File: config.mk
export PLATFORM = sky130hd
export DESIGN_NAME = colorMapper_flat
export DESIGN_NICKNAME = d
export VERILOG_FILES = /design/src/verilog/fractalPkg.sv /design/src/verilog/fractalIfs.sv /design/src/verilog/colorMapper.sv /design/src/flat_wrapper.sv
export SDC_FILE = /design/constraint.sdc
export NUM_CORES = 1
export LEC_CHECK = 0
export BUFFER_PORTS_ARGS = -buffer_cell sky130_fd_sc_hd__clkbuf_2
export CORE_ASPECT_RATIO = 1.2
export CORE_MARGIN = 4
export CORE_UTILIZATION = 44
export DETAILED_ROUTE_END_ITERATION = 16
export GPL_ROUTABILITY_DRIVEN = 0
export GPL_TIMING_DRIVEN = 0
export PLACE_DENSITY = 0.9
export SYNTH_ARGS = -nofsm -noshare
export SYNTH_HDL_FRONTEND = slang
export SYNTH_SLANG_ARGS = --single-unit
File: constraint.sdc
create_clock -name clk -period 2.7 [get_ports clk]
set_input_delay 0.54 -clock clk [delete_from_list [all_inputs] [get_ports clk]]
set_output_delay 0.54 -clock clk [all_outputs]
set_load 0.005 [all_outputs]
File: src/verilog/fractalPkg.sv
/*
  Shared fixed-point types and constants for the Mandelbrot pipeline.
  Coordinates are signed 4.32 fixed point, so values stay within (-8, 8).
  Screen size and iteration limit are fixed here, not per module.
*/
package fractalPkg;

  typedef logic signed [35:0] coordT;   // 4 integer bits, 32 fraction bits

  // One coordinate word, used as a number or split into its fields
  typedef union packed {
    coordT raw;
    struct packed {
      logic signed [3:0] intPart;       // Escape test looks here only
      logic [31:0]       fracPart;
    } parts;
  } coordWordU;

  localparam int SCREEN_W = 640;
  localparam int SCREEN_H = 480;

  typedef logic [9:0] vgaXT;
  typedef logic [8:0] vgaYT;
  typedef logic [4:0] zoomT;

  localparam int MAX_ITER = 64;
  typedef logic [6:0] iterT;            // Holds 0 to MAX_ITER

  // Zoom 0 steps, 3/640 across and 2/480 down
  localparam coordT X_STEP = 36'sh001333333;
  localparam coordT Y_STEP = 36'sh001111111;

  typedef logic [7:0] colorT;

  localparam int ESCAPE_INT = 4;        // Escape once |z|^2 reaches 4

endpackage

File: src/verilog/fractalIfs.sv
/*
  Handshake buses between pipeline stages.
  A word moves on a clock edge with valid and ready both high.
  Data stays put while valid is high and ready is low.
*/


interface escapeIf;
  logic             valid;
  logic             ready;
  fractalPkg::vgaXT vgaX;
  fractalPkg::vgaYT vgaY;
  fractalPkg::iterT iterCount;  // Iterations before escape or limit

  modport source (output valid, vgaX, vgaY, iterCount, input ready);
  modport sink   (input valid, vgaX, vgaY, iterCount, output ready);
endinterface

File: src/verilog/colorMapper.sv
/*
  Maps iteration counts to 8-bit colors in a one-entry output register.
  Count MAX_ITER gives black; others give {count[5:0], 2'b11}.
  frameDone rises when pixel (639, 479) leaves and clears on draw.
*/
`timescale 1ns/100ps

module colorMapper (
  input  logic              clk,
  input  logic              rstN,
  input  logic              draw,
  input  logic              pixelReady,
  escapeIf.sink             resultIn,
  output logic              pixelValid,
  output fractalPkg::vgaXT  pixelX,
  output fractalPkg::vgaYT  pixelY,
  output fractalPkg::colorT pixelColor,
  output logic              frameDone
);

  logic armed;
  logic accept;
  logic pixelOut;
  logic lastPixel;

  assign resultIn.ready = armed && (!pixelValid || pixelReady);  // Empty or emptying
  assign accept         = resultIn.valid && resultIn.ready;
  assign pixelOut       = pixelValid && pixelReady;
  assign lastPixel      = (pixelX == fractalPkg::vgaXT'(fractalPkg::SCREEN_W - 1)) &&
                          (pixelY == fractalPkg::vgaYT'(fractalPkg::SCREEN_H - 1));

  always_ff @(posedge clk) begin
    if (!rstN) begin
      armed      <= 1'b0;
      pixelValid <= 1'b0;
      frameDone  <= 1'b0;
    end else if (draw) begin
      armed      <= 1'b1;
      pixelValid <= 1'b0;
      frameDone  <= 1'b0;
    end else begin
      if (accept)        pixelValid <= 1'b1;
      else if (pixelOut) pixelValid <= 1'b0;
      if (pixelOut && lastPixel) frameDone <= 1'b1;
    end
  end

  always_ff @(posedge clk) begin
    if (accept) begin
      pixelX <= resultIn.vgaX;
      pixelY <= resultIn.vgaY;
      if (resultIn.iterCount == fractalPkg::iterT'(fractalPkg::MAX_ITER))
        pixelColor <= '0;                                  // Inside the set
      else
        pixelColor <= {resultIn.iterCount[5:0], 2'b11};
    end
  end

  noPixelInReset: assert property (@(posedge clk) !rstN |=> !pixelValid);

endmodule

File: src/flat_wrapper.sv
// flat-port wrapper written by rule: the top's interface ports become plain ports
module colorMapper_flat 
  (clk, rstN, draw, pixelReady, pixelValid, pixelX, pixelY, pixelColor, frameDone, resultIn_valid, resultIn_vgaX, resultIn_vgaY, resultIn_iterCount, resultIn_ready);
  escapeIf resultIn_i ();
  input  logic clk;
  input  logic rstN;
  input  logic draw;
  input  logic pixelReady;
  output logic pixelValid;
  output fractalPkg::vgaXT pixelX;
  output fractalPkg::vgaYT pixelY;
  output fractalPkg::colorT pixelColor;
  output logic frameDone;
  input wire logic [$bits(resultIn_i.valid)-1:0] resultIn_valid;
  input wire logic [$bits(resultIn_i.vgaX)-1:0] resultIn_vgaX;
  input wire logic [$bits(resultIn_i.vgaY)-1:0] resultIn_vgaY;
  input wire logic [$bits(resultIn_i.iterCount)-1:0] resultIn_iterCount;
  output wire logic [$bits(resultIn_i.ready)-1:0] resultIn_ready;
  assign resultIn_i.valid = resultIn_valid;
  assign resultIn_i.vgaX = resultIn_vgaX;
  assign resultIn_i.vgaY = resultIn_vgaY;
  assign resultIn_i.iterCount = resultIn_iterCount;
  assign resultIn_ready = resultIn_i.ready;
  colorMapper u_core (.clk(clk), .rstN(rstN), .draw(draw), .pixelReady(pixelReady), .resultIn(resultIn_i), .pixelValid(pixelValid), .pixelX(pixelX), .pixelY(pixelY), .pixelColor(pixelColor), .frameDone(frameDone));
endmodule
# [After elaboration in Yosys (flattened, before gate mapping)]
# Index checks and enable logic that the tools add are counted.
[word_totals] out_inout_bits=30 regBits=30 input_bits=31
[classes] n_bitwise=1 reduce_logical=9 muxes=3 n_eq_ne=3
[ops] op="10-bit == test (second input constant)" n=1
[ops] op="9-bit == test (second input constant)" n=1
[ops] op="7-bit == test (second input constant)" n=1
[ops] op="1-bit logical AND" n=5
[ops] op="1-bit 2-to-1 mux" n=2
[ops] op="2-bit 2-to-1 mux" n=1
[ops] op="2-bit nonzero test" n=1
[ops] op="2-bit OR reduction" n=1
[ops] op="1-bit logical NOT" n=1
[ops] op="1-bit logical OR" n=1
[ops] op="1-bit inverter" n=1

# [Longest topological paths before layout]
[logic_depth] word_depth=5 mapped_depth=3

# [Worst setup path after synthesis]
# OpenSTA, ideal clock, no wires.
[synth_timing] path_type="input-to-reg" from="input port pixelReady" to="register u_core.pixelColor[0] (enable)" arrival_ns=1.276 t_required_ns=2.319 path_slack_ns=1.043 setup_time_ns=0.381 n_path_buf=0 stages=3 path_cell_list="nand2b_1 -> nand3_1 -> inv_1"
[synth_between] elab_chain_len=3
[synth_lines] element="start, declared" line="flat_wrapper.sv:8" source="input logic pixelReady;"
[synth_lines] element="1-bit logical OR" line="colorMapper.sv:26" source="assign resultIn.ready = armed && (!pixelValid || pixelReady);"
[synth_lines] element="1-bit logical AND" line="colorMapper.sv:26"
[synth_lines] element="1-bit logical AND" line="colorMapper.sv:27" source="assign accept = resultIn.valid && resultIn.ready;"
[synth_lines] element="via u_core.accept" line="colorMapper.sv:22" source="logic accept;"
[synth_lines] element="end signal, assigned" line="colorMapper.sv:55" source="pixelColor <= {resultIn.iterCount[5:0], 2'b11};"
[synth_lines] element="end, declared" line="colorMapper.sv:17" source="output fractalPkg::colorT pixelColor,"
# The timed path passes the listed nets, and every way through them passes these cells.
# A chain may end at the register's enable or synchronous reset.

# [Worst setup path after layout]
[layout_timing] from="input port pixelReady" to="register u_core.pixelX[0] (enable)"
[layout_between] elab_chain_len=3
[layout_lines] element="1-bit logical OR" line="colorMapper.sv:26"
[layout_lines] element="1-bit logical AND" line="colorMapper.sv:26"
[layout_lines] element="1-bit logical AND" line="colorMapper.sv:27"
[layout_lines] element="via u_core.accept" line="colorMapper.sv:22"
[layout_lines] element="end signal, assigned" line="colorMapper.sv:50" source="pixelX <= resultIn.vgaX;"
[layout_lines] element="end, declared" line="colorMapper.sv:15" source="output fractalPkg::vgaXT pixelX,"
# The timed path passes the listed nets, and every way through them passes these cells.

==> metrics.md <==
| Metric | Value |
|---|---|
| Post-CTS resize count | `0` |
| WP depth | `4` |
| Die X | `about 51 um` |
| CP Data Required Time | `approximately 2600 ps` |
| Reg2reg setup slack | `between 1000 and 1500 ps` |
| Fin crit share | `between 60% and 70%` |
| Clock Tree Buf Depth | `2` |
| Power share of the combinational group | `roughly 6.9%` |
| Initial antenna violation count | `0` |
| Layout Skew | `7.53 ps` |
| Avg Cell Area, Syn | `17.7 um^2` |
| DP Wirelength | `roughly 1.8 mm` |
| Clock Pin Slew Worst Setup and Hold Paths | `90 ps` |
| Die height | `~60 um` |
| Worst hold slack | `approximately 400 ps` |
| Launching element type of the critical path | `primary input` |
| DRC Markers | `0` |
| Switching Fraction | `approximately a fifth` |
| Most frequent cells in the layout | `clkbuf_2, edfxtp_1, clkbuf_1, clkbuf_4` |
| Largest net degree at the start of global routing | `27` |
| FP Rows | `18` |
| Worst endpoint data arrival time | `approximately 1600 ps` |
| Hold_buf cts | `0` |
| WHS Endpoint | `u_core.pixelX[2]` |
| F_max | `approximately 600 MHz` |
| Final Critical Period | `roughly 1700 ps` |
| Overflow after GRT | `0` |
| Rel. slew slack | `a little over a third` |
| Final instance area | `1390 um^2` |
| PwrDens | `approximately 600 nW/um^2` |
| WL final | `2.25 mm` |
| Clock share of power | `a little under a third` |
| Slew Limit Fails | `0` |
| Syn nets | `87` |
| Initial Utilization | `47.3%` |
| Tightest Pin Transition | `roughly 970 ps` |
| Global-route usage over all layers | `roughly 18%` |
| Vias | `730` |
| Crit Reg-Reg Startpoint | `u_core.pixelValid` |
| Vias in the first global route | `approximately 780` |
| Cells after Synth | `56` |
| CTS H-tree lvls | `2` |
| Synthesized flop and latch total | `29` |
| P_leak | `just under 0.6 nW` |
| Worst path buffer plus inverter count | `2` |
| Top Family by Delay on Critical Path | `buffers and inverters` |
| Unrepaired setup endpoints after global routing | `false` |
| Worst path max stage delay | `between 700 and 800 ps` |
| Status | `complete, no violations` |
| First-pass GRT wire length | `around 3.7 mm` |
| Critical path's slowest cell | `inv_1` |
| Sequential power share | `~62%` |
| Yosys Warn Count | `0` |
| Routed WL per cell | `roughly 15 um` |
| RR Endpoint | `u_core.pixelX[0]` |
| Core Region | `2090 um^2` |
| Filler cells | `168` |
| Reg2Reg Depth | `3` |
| NetSw | `0.169 mW` |
| Leading cell type in the layout, fill and taps excluded | `clkbuf_2` |
| Final Core Density | `66.2%` |
| Crit path cell chain | `clkbuf_2, nand2b_1, nand3_1, inv_1` |
| Peak supply drop | `0.421 mV` |
| CTS root buf | `clkbuf_4` |
| Setup crit end kind | `flip-flop` |
| Buffers inserted by post-CTS timing repair | `0` |
| # Max-Cap Violations | `0` |
| Hold path start | `resultIn_vgaX[2]` |
| Total CTS buffers | `5` |
| Clk sinks | `29` |
| Vias/cell | `between 4 and 5` |
| Syn-to-layout area delta | `40.0%` |
| Worst setup path class | `in -> reg` |
| Post-synth cell types | `18` |
| P_int | `0.668 mW` |
| Setup tns final | `0 ps` |
| Layout cells sized above 1 | `between 50% and 60%` |
| Synth Cell Area | `991 um^2` |
| Min-Delay Path Depth | `1` |
| Hold WC Path Type | `in -> reg` |
| CTS tree | `built` |
| Fin nets | `~150` |
| Number of I/O pins | `61` |
| Max FO, Critical Path | `26` |
| Post-DP Area | `between 1000 and 1500 um^2` |
| DIE AREA | `3080 um^2` |
| Final hold violation count | `0` |
| Number of diodes | `0` |
| Drt first-iter violations | `20` |
| Detail Route Antenna Nets | `0` |
| Port-buffer cells | `60` |
| Final setup vio count | `0` |
| Detailed Routing Iterations Pass 1 | `6` |
| Seq/Total Area, Yosys | `about 85%` |
| Worst-Skew Late Latency | `310 ps` |
cells in the mapped netlist:
cell | count | share of area [%]
nand2b_1 | 2 | 1.3
nor4_1 | 1 | 0.63
clkbuf_1 | 6 | 2.3
or4_1 | 1 | 0.76
nand2_1 | 1 | 0.38
buf_4 | 1 | 0.76
nor2_1 | 1 | 0.38
a21oi_1 | 1 | 0.50
edfxtp_1 | 26 | 79
nand4b_1 | 3 | 2.7
dfxtp_1 | 3 | 6.1
nand3_1 | 3 | 1.5
and2_1 | 1 | 0.63
nand4_1 | 1 | 0.63
o21a_1 | 1 | 0.76
or3_1 | 1 | 0.63
o22ai_1 | 1 | 0.63
inv_1 | 2 | 0.76
metrics by stage:
step	setup slack [ps]	power, mW	instances
finish	1040	0.837	154
global route	870	0.887	154
CTS	1040	0.851	154
detailed placement	703	0.585	146
global placement	787	0.580	146
floorplan	1040	0.541	56
worst max-delay path by stage:
stage,endpoint,slack [ps],start
after floorplan,u_core.pixelColor[0],1040,pixelReady
after global placement,u_core.pixelX[7],790,pixelReady
after detailed placement,u_core.pixelX[3],700,pixelReady
after CTS,u_core.pixelX[3],1040,u_core.pixelValid
after global routing,u_core.pixelX[3],870,u_core.pixelValid
final,u_core.pixelX[0],1040,pixelReady
layer usage:
layer,vias up,global-route usage (%),part of all wire (%)
met1,339,18.2,35
met5,-,0,0
met2,44,29.1,52
met4,0,7.87,1.4
met3,6,9.73,12
li1,341,-,-
flip-flops by register name, indices dropped and copies added (netlist names):
signal             flops
u_core.pixelColor      7
u_core.frameDone       1
u_core.armed           1
u_core.pixelX         10
u_core.pixelValid      1
u_core.pixelY          9
logic make-up (layout without fill, tap and decap cells):
family | Yosys count | after routing | share of synthesized area, %
buffers and inverters | 9 | 77 | 3.79
flip-flops | 29 | 29 | 84.8
AO/OA/AOI/OAI | 3 | 3 | 1.89
AND/OR/NAND/NOR | 15 | 15 | 9.47
final cells by class:
class | instances | area [um^2] | share of cell area [%]
Sequential cell | 29 | 841 | 60.6
Timing Repair Buffer | 60 | 300 | 21.6
Multi-Input combinational cell | 18 | 113 | 8.12
Clock buffer | 8 | 58.8 | 4.24
Tap cell | 30 | 37.5 | 2.71
Buffer | 7 | 30.0 | 2.16
Inverter | 2 | 7.51 | 0.541
power groups by stage:
stage          registers [mW]  clock network (mW)  logic (mW)
3_3_place_gp            0.525                   0      0.0552
2_1_floorplan           0.527                   0      0.0143
4_1_cts                 0.516               0.277      0.0590
3_5_place_dp            0.526                   0      0.0587
5_1_grt                 0.518               0.304      0.0651
6_report                0.516               0.263      0.0579
No activity file was read; power rests on OpenSTA's default activity.
