### config.mk
export PLATFORM = sky130hd
export DESIGN_NAME = coordGenerator_flat
export DESIGN_NICKNAME = d
export VERILOG_FILES = /design/src/verilog/fractalPkg.sv /design/src/verilog/fractalIfs.sv /design/src/verilog/coordGenerator.sv /design/src/flat_wrapper.sv
export SDC_FILE = /design/constraint.sdc
export NUM_CORES = 1
export LEC_CHECK = 0
export BUFFER_PORTS_ARGS = -buffer_cell sky130_fd_sc_hd__buf_2
export CORE_UTILIZATION = 52
export DETAILED_ROUTE_END_ITERATION = 10
export GPL_TIMING_DRIVEN = 0
export PLACE_DENSITY = 0.77
export SYNTH_ARGS = -nofsm -noshare
export SYNTH_HDL_FRONTEND = slang
export SYNTH_SLANG_ARGS = --single-unit
### constraint.sdc
create_clock -name clk -period 3.2 [get_ports clk]
set_clock_uncertainty 0.1 [all_clocks]
set_input_delay 0.32 -clock clk [delete_from_list [all_inputs] [get_ports clk]]
set_output_delay 0.32 -clock clk [all_outputs]
set_load 0.01 [all_outputs]
### src/verilog/fractalPkg.sv
/*
  Shared fixed-point types and constants for the Mandelbrot pipeline.
  Coordinates are signed 4.32 fixed point, so values stay within (-8, 8).
  Screen size and iteration limit are fixed here, not per module.
*/
package fractalPkg;

  typedef logic signed [35:0] coordT;   // 4 integer bits, 32 fraction bits

  // One coordinate word, used as a number or split into its fields
  typedef union packed {
    coordT raw;
    struct packed {
      logic signed [3:0] intPart;       // Escape test looks here only
      logic [31:0]       fracPart;
    } parts;
  } coordWordU;

  localparam int SCREEN_W = 640;
  localparam int SCREEN_H = 480;

  typedef logic [9:0] vgaXT;
  typedef logic [8:0] vgaYT;
  typedef logic [4:0] zoomT;

  localparam int MAX_ITER = 64;
  typedef logic [6:0] iterT;            // Holds 0 to MAX_ITER

  // Zoom 0 steps, 3/640 across and 2/480 down
  localparam coordT X_STEP = 36'sh001333333;
  localparam coordT Y_STEP = 36'sh001111111;

  typedef logic [7:0] colorT;

  localparam int ESCAPE_INT = 4;        // Escape once |z|^2 reaches 4

endpackage

### src/verilog/fractalIfs.sv
/*
  Handshake buses between pipeline stages.
  A word moves on a clock edge with valid and ready both high.
  Data stays put while valid is high and ready is low.
*/
`timescale 1ns/100ps

interface pointIf;
  logic              valid;
  logic              ready;
  fractalPkg::vgaXT  vgaX;
  fractalPkg::vgaYT  vgaY;
  fractalPkg::coordT coordX;   // Real part of c
  fractalPkg::coordT coordY;   // Imaginary part of c

  modport source (output valid, vgaX, vgaY, coordX, coordY, input ready);
  modport sink   (input valid, vgaX, vgaY, coordX, coordY, output ready);
endinterface


### src/verilog/coordGenerator.sv
/*
  Walks the screen in raster order and emits one complex point per pixel.
  Corner, zoom and steps are sampled on draw; later input changes wait
  for the next draw. After pixel (639, 479) it idles until draw.
*/
`timescale 1ns/100ps

module coordGenerator (
  input  logic              clk,
  input  logic              rstN,
  input  logic              draw,
  input  fractalPkg::zoomT  zoomLevel,
  input  fractalPkg::coordT upperLeftX,
  input  fractalPkg::coordT upperLeftY,
  pointIf.source            pointOut
);

  logic              startPending;   // One cycle between draw and first point
  fractalPkg::coordT cornerX;        // Row start for coordX
  fractalPkg::coordT xStep;
  fractalPkg::coordT yStep;

  logic xfer;
  logic rowEnd;
  logic lastPoint;

  assign xfer      = pointOut.valid && pointOut.ready;
  assign rowEnd    = pointOut.vgaX == fractalPkg::vgaXT'(fractalPkg::SCREEN_W - 1);
  assign lastPoint = rowEnd &&
                     (pointOut.vgaY == fractalPkg::vgaYT'(fractalPkg::SCREEN_H - 1));

  // Control: start, run, stop after the last pixel
  always_ff @(posedge clk) begin
    if (!rstN) begin
      startPending   <= 1'b0;
      pointOut.valid <= 1'b0;
    end else if (draw) begin
      startPending   <= 1'b1;
      pointOut.valid <= 1'b0;
    end else if (startPending) begin
      startPending   <= 1'b0;
      pointOut.valid <= 1'b1;            // First point, (0, 0)
    end else if (xfer && lastPoint) begin
      pointOut.valid <= 1'b0;            // Frame walked, idle
    end
  end

  // Position and coordinate registers
  always_ff @(posedge clk) begin
    if (draw) begin
      cornerX         <= upperLeftX;
      xStep           <= fractalPkg::X_STEP >>> zoomLevel;  // Halves per zoom level
      yStep           <= fractalPkg::Y_STEP >>> zoomLevel;
      pointOut.vgaX   <= '0;
      pointOut.vgaY   <= '0;
      pointOut.coordX <= upperLeftX;
      pointOut.coordY <= upperLeftY;
    end else if (xfer && !lastPoint) begin
      if (rowEnd) begin
        pointOut.vgaX   <= '0;           // Wrap to next row
        pointOut.vgaY   <= pointOut.vgaY + 1'b1;
        pointOut.coordX <= cornerX;
        pointOut.coordY <= pointOut.coordY + yStep;
      end else begin
        pointOut.vgaX   <= pointOut.vgaX + 1'b1;
        pointOut.coordX <= pointOut.coordX + xStep;
      end
    end
  end

  // A point on offer stays unchanged until taken, unless draw restarts the frame
  holdUntilReady: assert property (
    @(posedge clk) disable iff (!rstN)
    pointOut.valid && !pointOut.ready && !draw
      |=> pointOut.valid && $stable(pointOut.vgaX) && $stable(pointOut.vgaY) &&
          $stable(pointOut.coordX) && $stable(pointOut.coordY)
  );

endmodule

### src/flat_wrapper.sv
// flat-port wrapper written by rule: the top's interface ports become plain ports
module coordGenerator_flat 
  (clk, rstN, draw, zoomLevel, upperLeftX, upperLeftY, pointOut_valid, pointOut_vgaX, pointOut_vgaY, pointOut_coordX, pointOut_coordY, pointOut_ready);
  pointIf pointOut_i ();
  input  logic clk;
  input  logic rstN;
  input  logic draw;
  input  fractalPkg::zoomT zoomLevel;
  input  fractalPkg::coordT upperLeftX;
  input  fractalPkg::coordT upperLeftY;
  output wire logic [$bits(pointOut_i.valid)-1:0] pointOut_valid;
  output wire logic [$bits(pointOut_i.vgaX)-1:0] pointOut_vgaX;
  output wire logic [$bits(pointOut_i.vgaY)-1:0] pointOut_vgaY;
  output wire logic [$bits(pointOut_i.coordX)-1:0] pointOut_coordX;
  output wire logic [$bits(pointOut_i.coordY)-1:0] pointOut_coordY;
  input wire logic [$bits(pointOut_i.ready)-1:0] pointOut_ready;
  assign pointOut_valid = pointOut_i.valid;
  assign pointOut_vgaX = pointOut_i.vgaX;
  assign pointOut_vgaY = pointOut_i.vgaY;
  assign pointOut_coordX = pointOut_i.coordX;
  assign pointOut_coordY = pointOut_i.coordY;
  assign pointOut_i.ready = pointOut_ready;
  coordGenerator u_core (.clk(clk), .rstN(rstN), .draw(draw), .zoomLevel(zoomLevel), .upperLeftX(upperLeftX), .upperLeftY(upperLeftY), .pointOut(pointOut_i));
endmodule
# After elaboration in Yosys (flattened, before gate mapping)

Index checks and enable logic that the tools add are counted.

Output and inout bits: 92
Flip-flop bits (word level): 201
Input port bits: 81

Eq/ne operators: 2
Shifts and indexed selects: 2
Multiplexer cells: 10
Bitwise operators: 1
Reductions and logical operators: 11
Add/subtract/negate cells: 4

Operators by type and width:

| operator                                                             | count |
|---|---|
| 36-bit two-way mux                                                   | 6 |
| 36-bit adder                                                         | 2 |
| 26-bit by 5-bit >>> shifter with 36-bit output, first input constant | 2 |
| 10-bit by 1-bit adder with 10-bit output, second input constant      | 1 |
| 10-bit equality test, second input constant                          | 1 |
| 10-bit two-way mux                                                   | 1 |
| 9-bit by 1-bit adder with 9-bit output, second input constant        | 1 |
| 9-bit equality test, second input constant                           | 1 |
| 2-bit nonzero test                                                   | 3 |
| 1-bit logical AND                                                    | 4 |
| 2-bit AND reduction                                                  | 2 |
| 1-bit two-way mux                                                    | 3 |
| 2-bit OR reduction                                                   | 1 |
| 1-bit logical NOT                                                    | 1 |
| 1-bit inverter                                                       | 1 |

# Logic depth before layout (Yosys ltp)

Gate-level depths: netlist of run 1.

Depth in word-level cells: 6
Depth in mapped cells: 11
Gate-level depth less buffers: 11

# Worst setup path before layout of run 1

Ideal clock, no wire load.

Kind: register to register
Start point: reg u_core.pointOut.vgaX[9]
End point: reg u_core.pointOut.coordY[0], enable pin
Setup slack: 0.014 ns
Buffers on the path: 1
Arrival time: 2.673 ns
Clock period less this slack: 3.186 ns
Cell stages (with the launch flop): 6
Data required time: 2.687 ns
Cell sequence: dfxtp_1 -> nor3b_1 -> nand4_4 -> nor3_2 -> or2_2 -> clkbuf_1

Cells in the longest elaborated chain, start to end: 6

RTL lines:

| item                                   | line                 | source |
|---|---|---|
| start, declared                        | fractalIfs.sv:16     | `modport source (output valid, vgaX, vgaY, coordX, coordY, input ready);` |
| start signal, assigned                 | coordGenerator.sv:65 | `pointOut.vgaX <= pointOut.vgaX + 1'b1;` |
| 10-bit equality test *                 | coordGenerator.sv:28 | `assign rowEnd = pointOut.vgaX == fractalPkg::vgaXT'(fractalPkg::SCREEN_W - 1);` |
| 1-bit logical AND                      | coordGenerator.sv:29 | `assign lastPoint = rowEnd &&` |
| 1-bit logical NOT                      | coordGenerator.sv:58 | `end else if (xfer && !lastPoint) begin` |
| 1-bit logical AND                      | coordGenerator.sv:58 |  |
| 2-bit nonzero test (no source line)    | --                   |  |
| 2-bit AND reduction (no source line) * | --                   |  |
| end signal, assigned                   | coordGenerator.sv:57 | `pointOut.coordY <= upperLeftY;` |
| end signal, assigned                   | coordGenerator.sv:63 | `pointOut.coordY <= pointOut.coordY + yStep;` |
| end, declared                          | fractalIfs.sv:16     |  |

Every way passes the cells marked *; elsewhere a longest branch is shown, timed or not.
A chain may end at the register's enable or synchronous reset.

# Final worst setup path of run 1

Start point: in draw
End point: reg u_core.pointOut.coordX[19], enable pin

Cells in the longest elaborated chain, start to end: 1

RTL lines:

| item                                | line                 | source |
|---|---|---|
| start, declared                     | flat_wrapper.sv:7    | `input logic draw;` |
| 2-bit nonzero test (no source line) | --                   |  |
| end signal, assigned                | coordGenerator.sv:56 | `pointOut.coordX <= upperLeftX;` |
| end signal, assigned                | coordGenerator.sv:62 | `pointOut.coordX <= cornerX;` |
| end signal, assigned                | coordGenerator.sv:66 | `pointOut.coordX <= pointOut.coordX + xStep;` |
| end, declared                       | fractalIfs.sv:16     |  |

No other way between the ends.

==> metrics.md, run 1 <==
| Metric | Value |
|---|---|
| Mapped Avg Cell Area | 9.946 um^2 |
| Largest family of logic cells by synthesized area | compound AO/OA/AOI/OAI gates |
| Crit path arrival time | 3.10 ns |
| Critical path data required time | 3.20 ns |
| Hold-critical path depth | 1 |
| Share of the synthesized area in the top cell type | 0.4345 |
| DR vias | 9436 |
| Pre-antenna DRT Iters | 5 |
| TritonCTS Sinks | 176 |
| Synth Flop Type | edfxtp_1 |
| Number of I/O port buffers | 172 |
| Rows | 52 |
| Drt total wl | 30.05 mm |
| RSZ-0062 raised after global routing | yes |
| Worst setup margin | 0.09619 ns |
| FFs w/ async S/R, synth | 0 |
| DP Area | 11960 um^2 |
| Endpoints failing hold | 0 |
| Fmax | 0.3222 GHz |
| Clock buffer depth | 2 |
| DRC marker count from the first detailed-route iteration | 918 |
| Die Footprint | 21180 um^2 |
| Core area | 20230 um^2 |
| Fin Setup TNS | 0 ns |
| Final period util | 0.9699 |
| DP HPWL | 21.75 mm |
| Count of pins over their slew limit | 0 |
| Vias per inst | 5.923 |
| Synth area leaders | edfxtp_1 (43%), ha_1 (6.5%), a21oi_1 (4.1%) |
| Post-Synth XOR/XNOR Area | 0.04497 |
| # fillers | 1671 |
| Most frequent CP cell | clkbuf_1 |
| Pwr/cell area | 561.1 nW/um^2 |
| Mapped cell area | 10710 um^2 |
| Antenna Nets Post-Route | 0 |
| Synth-to-Final Area Change | 21.05% |
| Num CTS Buffers | 17 |
| Avg WL per Cell | 18.86 um |
| Post-synthesis register bit count | 176 |
| Worst skew pair latency | 0.43 ns |
| Post-layout net count | 1448 |
| Post-synth top cells | edfxtp_1 (155), nand2_1 (112), nor2_1 (90), a21oi_1 (88), o21ai_0 (72) |
| Largest net degree at the start of global routing | 60 |
| Worst hold slack | 0.02068 ns |
| Slew @ Worst Pin | 0.8981 ns |
| Worst rel slew slack | 0.4013 |
| Synth Instances | 1077 |
| Most frequent cell after synthesis | edfxtp_1 |
| Synthesized-area fraction occupied by adder cells | 0.06915 |
| Slowest-stage cell, CP | clkdlybuf4s15_2 |
| Final std cells w/o fill | 1593 |
| Number of flops mapped to enable cells by yosys | 155 |
| Residual DRC | 0 |
| Clock slew at reported path FFs | 0.07 ns |
| CTS H-tree lvls | 4 |
| Ports | 173 |
| Final Cell Area | 12970 um^2 |
| Unique masters post-synth | 76 |
| Worst setup SP type | primary input |
| Net Sw Power | 2.381 mW |
| Final-report setup violation count | 0 |
| Min cycle time layout | 3.104 ns |
| R2R depth | 11 |
| Routability cong. | 0.9398 |
| Switch share | 0.3273 |
| Leading area contributor after synthesis | edfxtp_1 |
| Worst path cell trace | buf_4, buf_16, clkbuf_1, clkbuf_1, clkdlybuf4s15_2, or2_4 |
| Worst vdd ir | 389.0 uV |
| First-pass GRT wire length | 46.90 mm |
| YS warnings | 0 |
| Worst Hold Class | in2reg |
| Die width | 145.5 um |
| Clock share of power | 0.283 |
| Grt ovf | 0 |
| CP Capture Type | flop |
| PnR Total Power | 7.276 mW |
| Status | finished, final reports clean |
| Combinational share of power | 0.310 |
| Post-synthesis compound-gate area fraction | 0.1794 |
| CP max stage delay | 0.60 ns |
| CTS Root Buffer Type | clkbuf_16 |
| Placed cell count | 1521 |
| GR Util All Layers | 0.2835 |
| Vias in the first global route | 8751 |
| Initial antenna violation count | 1 |
| Final Util | 0.6408 |
| Simple-gate portion of the synthesized area | 0.1737 |
| Place WS | -1.035 ns |
| Syn_nets | 1216 |
| Sequential share of power | 0.407 |
| Initial Utilization | 0.5294 |
| Critical path class | in2reg |
| Post-synthesis mux area share | 0.02196 |
| Max Cap Viol | 0 |
| Critical path fanouts, max | 59 |
| Die Ht | 145.5 um |
| CTS tree | yes |
| Pint | 4.895 mW |
| Layout cells sized above 1 | 0.2065 |
| Register area share after synthesis | 0.4738 |
| Leakage | 5.292 nW |
## sequential cells by signal (all words and copies together) (netlist names)
| signal | count |
|---|---|
| u_core.pointOut.vgaY | 9 |
| u_core.pointOut.vgaX | 10 |
| u_core.pointOut.coordX | 36 |
| u_core.startPending | 1 |
| u_core.pointOut.valid | 1 |
| u_core.xStep | 25 |
| u_core.pointOut.coordY | 36 |
| u_core.cornerX | 36 |
| u_core.yStep | 22 |
## power groups by stage
stage               Sequential, mW  Clock [mW]  Combinational (mW)
floorplan                     3.01           0                1.47
global placement              3.01           0                2.09
detailed placement            3.01           0                2.13
CTS                           2.96        2.08                2.19
global route                  2.98        2.16                2.49
finish                        2.96        2.06                2.25
## critical path: cells and delay by family
family,cells,cell delay (ns)
simple gates,1,0.42
buf+inv,5,2.25
## worst paths after layout
| path | startpoint | to | slack (ns) |
|---|---|---|---|
| hold / removal | upperLeftX[13] | u_core.cornerX[13]$_DFFE_PP_ | 0.02 |
| setup / recovery | draw | u_core.pointOut.coordX[19]$_DFFE_PP_ | 0.1 |
| setup reg to reg | u_core.pointOut.coordX[16]$_DFFE_PP_ | u_core.pointOut.coordX[33]$_DFFE_PP_ | 0.15 |
| hold reg to reg | u_core.startPending$_SDFF_PN0_ | u_core.pointOut.valid$_SDFFE_PP0P_ | 0.41 |
## routing by layer
metal / share of wire / vias up / routed length, um / track usage
met1: 0.44 / 4476 / 13170 / 0.3936
met4: 0.023 / 0 / 680 / 0.09105
li1: - / 4491 / - / -
met5: 0 / - / 0 / 0
met3: 0.076 / 54 / 2282 / 0.05141
met2: 0.46 / 415 / 13920 / 0.4505
## timing repair
action | 4_1_cts | 5_1_grt
cloned | 1 | 0
endpoints found under the hold margin | 35 | 0
pin swaps | 1 | 2
hold buffers | 35 | 0
resized for setup | 5 | 9
buffers inserted | 0 | 3
endpoints found under the setup margin | 37 | 10
## logic make-up (layout without fill, tap and decap cells)
family	count (synthesis)	count (layout)
adders and majority gates	58	58
buffers and inverters	88	332
and+or+nand+nor	376	377
xor gates and xnor gates	55	55
other	0	1
muxes	22	22
AOI/OAI and AO/OA	302	302
DFF	176	176
## final cells by class
| cell class | instances | area [um^2] | area share |
|---|---|---|---|
| multi-input cells | 814 | 5293 | 0.4082 |
| repair buffers | 212 | 1284 | 0.09901 |
| flip-flops and latches | 176 | 5075 | 0.3914 |
| diodes | 1 | 2.502 | 0.0001930 |
| inverters | 31 | 116.4 | 0.008974 |
| well taps | 270 | 337.8 | 0.02605 |
| clock inverters | 14 | 140.1 | 0.01081 |
| plain buffers | 57 | 289.0 | 0.02229 |
| clock buffers | 18 | 429.2 | 0.03310 |
## layout by cell type, fill, tap and decap left out, types with 35 or more instances in the layout
cell / Yosys / final
o21ai_0: 72 / 70
a21oi_1: 88 / 87
nand3_1: 35 / 35
clkbuf_1: 36 / 36
nor2_1: 90 / 90
ha_1: 56 / 55
edfxtp_1: 155 / 155
nand2_1: 112 / 112
dlygate4sd3_1: 0 / 35
buf_2: 6 / 177
Note: power is estimated with default switching activity, not from simulation.
==> run 2: changes to the inputs <==
--- a/config.mk
+++ b/config.mk
@@ -6,10 +6,10 @@
 export NUM_CORES = 1
 export LEC_CHECK = 0
 export BUFFER_PORTS_ARGS = -buffer_cell sky130_fd_sc_hd__buf_2
-export CORE_UTILIZATION = 52
+export CORE_UTILIZATION = 58
 export DETAILED_ROUTE_END_ITERATION = 10
 export GPL_TIMING_DRIVEN = 0
-export PLACE_DENSITY = 0.77
+export PLACE_DENSITY = 0.82
 export SYNTH_ARGS = -nofsm -noshare
 export SYNTH_HDL_FRONTEND = slang
 export SYNTH_SLANG_ARGS = --single-unit
==> constraint.sdc (replaced) <==
create_clock -name clk -period 3.35 [get_ports clk]
set_clock_uncertainty 0.1 [all_clocks]
set_input_delay 0.335 -clock clk [delete_from_list [all_inputs] [get_ports clk]]
set_output_delay 0.335 -clock clk [all_outputs]
set_load 0.01 [all_outputs]
==> metrics.md, run 2 (synthesized netlist as in run 1, its figures left out) <==
| Metric | Value |
|---|---|
| Critical path fanouts, max | 68 (was 59) |
| Clock slew at reported path FFs | 0.07 ns (about the same) |
| Most common cell after layout, fill and taps aside | buf_2 (unchanged) |
| Ports | 173 (unchanged) |
| Rows | 49 (was 52) |
| Final Util | 0.7135 (was 0.6408) |
| Most frequent CP cell | clkbuf_1 (unchanged) |
| RSZ-0062 raised after global routing | no (was yes) |
| Worst path cell trace | buf_4, buf_16, clkbuf_1, clkbuf_1, clkdlybuf4s15_2, or2_2 (was buf_4, buf_16, clkbuf_1, clkbuf_1, clkdlybuf4s15_2, or2_4) |
| Final-report setup violation count | 0 (unchanged) |
| TritonCTS Sinks | 176 (unchanged) |
| Worst hold slack | 0.009398 ns (was 0.02068 ns) |
| DR vias | 9671 (was 9436) |
| Largest registers | u_core.cornerX x36, u_core.pointOut.coordX x36, u_core.pointOut.coordY x36 (unchanged) |
| Placed cell count | 1480 (was 1521) |
| DRC marker count from the first detailed-route iteration | 787 (was 918) |
| Drt total wl | 30.60 mm (was 30.05 mm) |
| Number of I/O port buffers | 172 (unchanged) |
| First-pass GRT wire length | 46.13 mm (was 46.90 mm) |
| Final std cells w/o fill | 1548 (was 1593) |
| GR Util All Layers | 0.3215 (was 0.2835) |
| Count of pins over their slew limit | 0 (unchanged) |
| Avg WL per Cell | 19.77 um (was 18.86 um) |
| Slew @ Worst Pin | 1.039 ns (was 0.8981 ns) |
| Die Ht | 137.9 um (was 145.5 um) |
| Fmax | 0.3041 GHz |
| Final period util | 0.9817 |
| Core area | 18020 um^2 (was 20230 um^2) |
| CP max stage delay | 0.63 ns (was 0.60 ns) |
| Synth-to-Final Area Change | 20.07% (was 21.05%) |
| Fin Setup TNS | 0 ns (unchanged) |
| CP delay by family, top | buffers and inverters (unchanged) |
| Die Footprint | 19020 um^2 (was 21180 um^2) |
| DP HPWL | 21.57 mm (was 21.75 mm) |
| PnR Total Power | 6.963 mW (was 7.276 mW) |
| Critical path data required time | 3.33 ns (was 3.20 ns) |
| Clock buffer depth | 2 (unchanged) |
| Worst vdd ir | 450.3 uV (was 389.0 uV) |
| Num CTS Buffers | 17 (unchanged) |
| Initial antenna violation count | 1 (unchanged) |
| Grt ovf | 0 (unchanged) |
| Final Cell Area | 12860 um^2 (was 12970 um^2) |
| Crit path arrival time | 3.27 ns (was 3.10 ns) |
| Worst setup SP type | primary input (unchanged) |
| Worst Hold Class | in2reg (unchanged) |
| Flop-to-flop setup slack | 0.17 ns (was 0.15 ns) |
| Worst rel slew slack | 0.3072 (was 0.4013) |
| Pre-antenna DRT Iters | 6 (was 5) |
| DP Area | 11910 um^2 (was 11960 um^2) |
| Vias per inst | 6.247 (was 5.923) |
| CP Capture Type | flop (unchanged) |
| Routability cong. | 0.9329 (was 0.9398) |
| # fillers | 1362 (was 1671) |
| Initial Utilization | 0.5943 (was 0.5294) |
| Worst skew pair latency | 0.44 ns (was 0.43 ns) |
| Status | finished, final reports clean (unchanged) |
| Worst setup margin | 0.06145 ns (was 0.09619 ns) |
| Vias in the first global route | 8909 (was 8751) |
| Residual DRC | 0 (unchanged) |
| Place WS | -0.8870 ns (was -1.035 ns) |
| Layout cells sized above 1 | 0.2018 (was 0.2065) |
| Min cycle time layout | 3.289 ns |
| Post-layout net count | 1444 (was 1448) |
| Critical path class | in2reg (unchanged) |
| Endpoints failing hold | 0 (unchanged) |
| Die width | 137.9 um (was 145.5 um) |
| Largest net degree at the start of global routing | 69 (was 60) |
| Sum of buffers and inverters on the critical path | 5 (unchanged) |
| CTS Root Buffer Type | clkbuf_16 (unchanged) |
| Leakage | 5.293 nW (was 5.292 nW) |
| Most frequent cells in the layout | buf_2 (177), edfxtp_1 (155), nand2_1 (112), nor2_1 (90), a21oi_1 (88) (was buf_2 (177), edfxtp_1 (155), nand2_1 (112), nor2_1 (90), a21oi_1 (87)) |
| Slowest-stage cell, CP | clkdlybuf4s15_2 (unchanged) |
| Antenna Nets Post-Route | 0 (unchanged) |
| CTS tree | yes (unchanged) |
| Max Cap Viol | 0 (unchanged) |
| Pwr/cell area | 541.4 nW/um^2 (was 561.1 nW/um^2) |
| CTS H-tree lvls | 4 (unchanged) |
-- run 2: path summary, 6_finish.rpt --
kind,startpoint,to,cells past startpoint
setup / recovery,draw,u_core.pointOut.coordX[16]$_DFFE_PP_,6
setup reg to reg,u_core.pointOut.coordY[0]$_DFFE_PP_,u_core.pointOut.coordY[24]$_DFFE_PP_,11
hold / removal,rstN,u_core.startPending$_SDFF_PN0_,2
hold reg to reg,u_core.pointOut.vgaX[6]$_SDFFE_PP0P_,u_core.pointOut.vgaX[6]$_SDFFE_PP0P_,2
-- run 2: worst reg2reg max path: stages, from the launching register on --
cell	delay (ns)
edfxtp_1	0.40
ha_1	0.27
inv_1	0.09
fa_1	0.42
nor2b_1	0.28
o31ai_4	0.13
a21oi_1	0.19
o21ai_0	0.19
a31oi_1	0.30
a31oi_1	0.15
a221oi_1	0.26
o31ai_1	0.12
-- run 2: cell type report --
cell class	instances	area, um^2	share of cell area
clock buffer	18	450.4	0.03502
timing repair buffer	208	1246	0.09690
tap	229	286.5	0.02228
buffer	57	289.0	0.02247
inverter	31	116.4	0.009048
multi-input combinational	814	5258	0.4088
sequential	176	5075	0.3946
clock inverter	14	137.6	0.01070
antenna	1	2.502	0.0001946
-- run 2: timing repair --
action / 4_1_cts / 5_1_grt
setup buffers: 0 / 2
resized for setup: 3 / 1
gates cloned: 0 / 1
endpoints found under the setup margin: 36 / 12
pin swaps: 0 / 2
hold buffers: 31 / 1
endpoints found under the hold margin: 31 / 1
-- run 2: power by group --
| part | switching [mW] | leakage (nW) | total (mW) | internal, mW |
|---|---|---|---|---|
| Combinational | 1.24 | 3.32 | 2.13 | 0.897 |
| Clock | 0.961 | 0.291 | 2.00 | 1.03 |
| Sequential | 0.165 | 1.68 | 2.83 | 2.67 |
-- run 2: per-layer routing --
| layer | part of all wire | global-route usage |
|---|---|---|
| met1 | 0.42 | 0.4392 |
| met2 | 0.46 | 0.5094 |
| met3 | 0.096 | 0.06360 |
| met4 | 0.023 | 0.1111 |
| met5 | 0 | 0 |
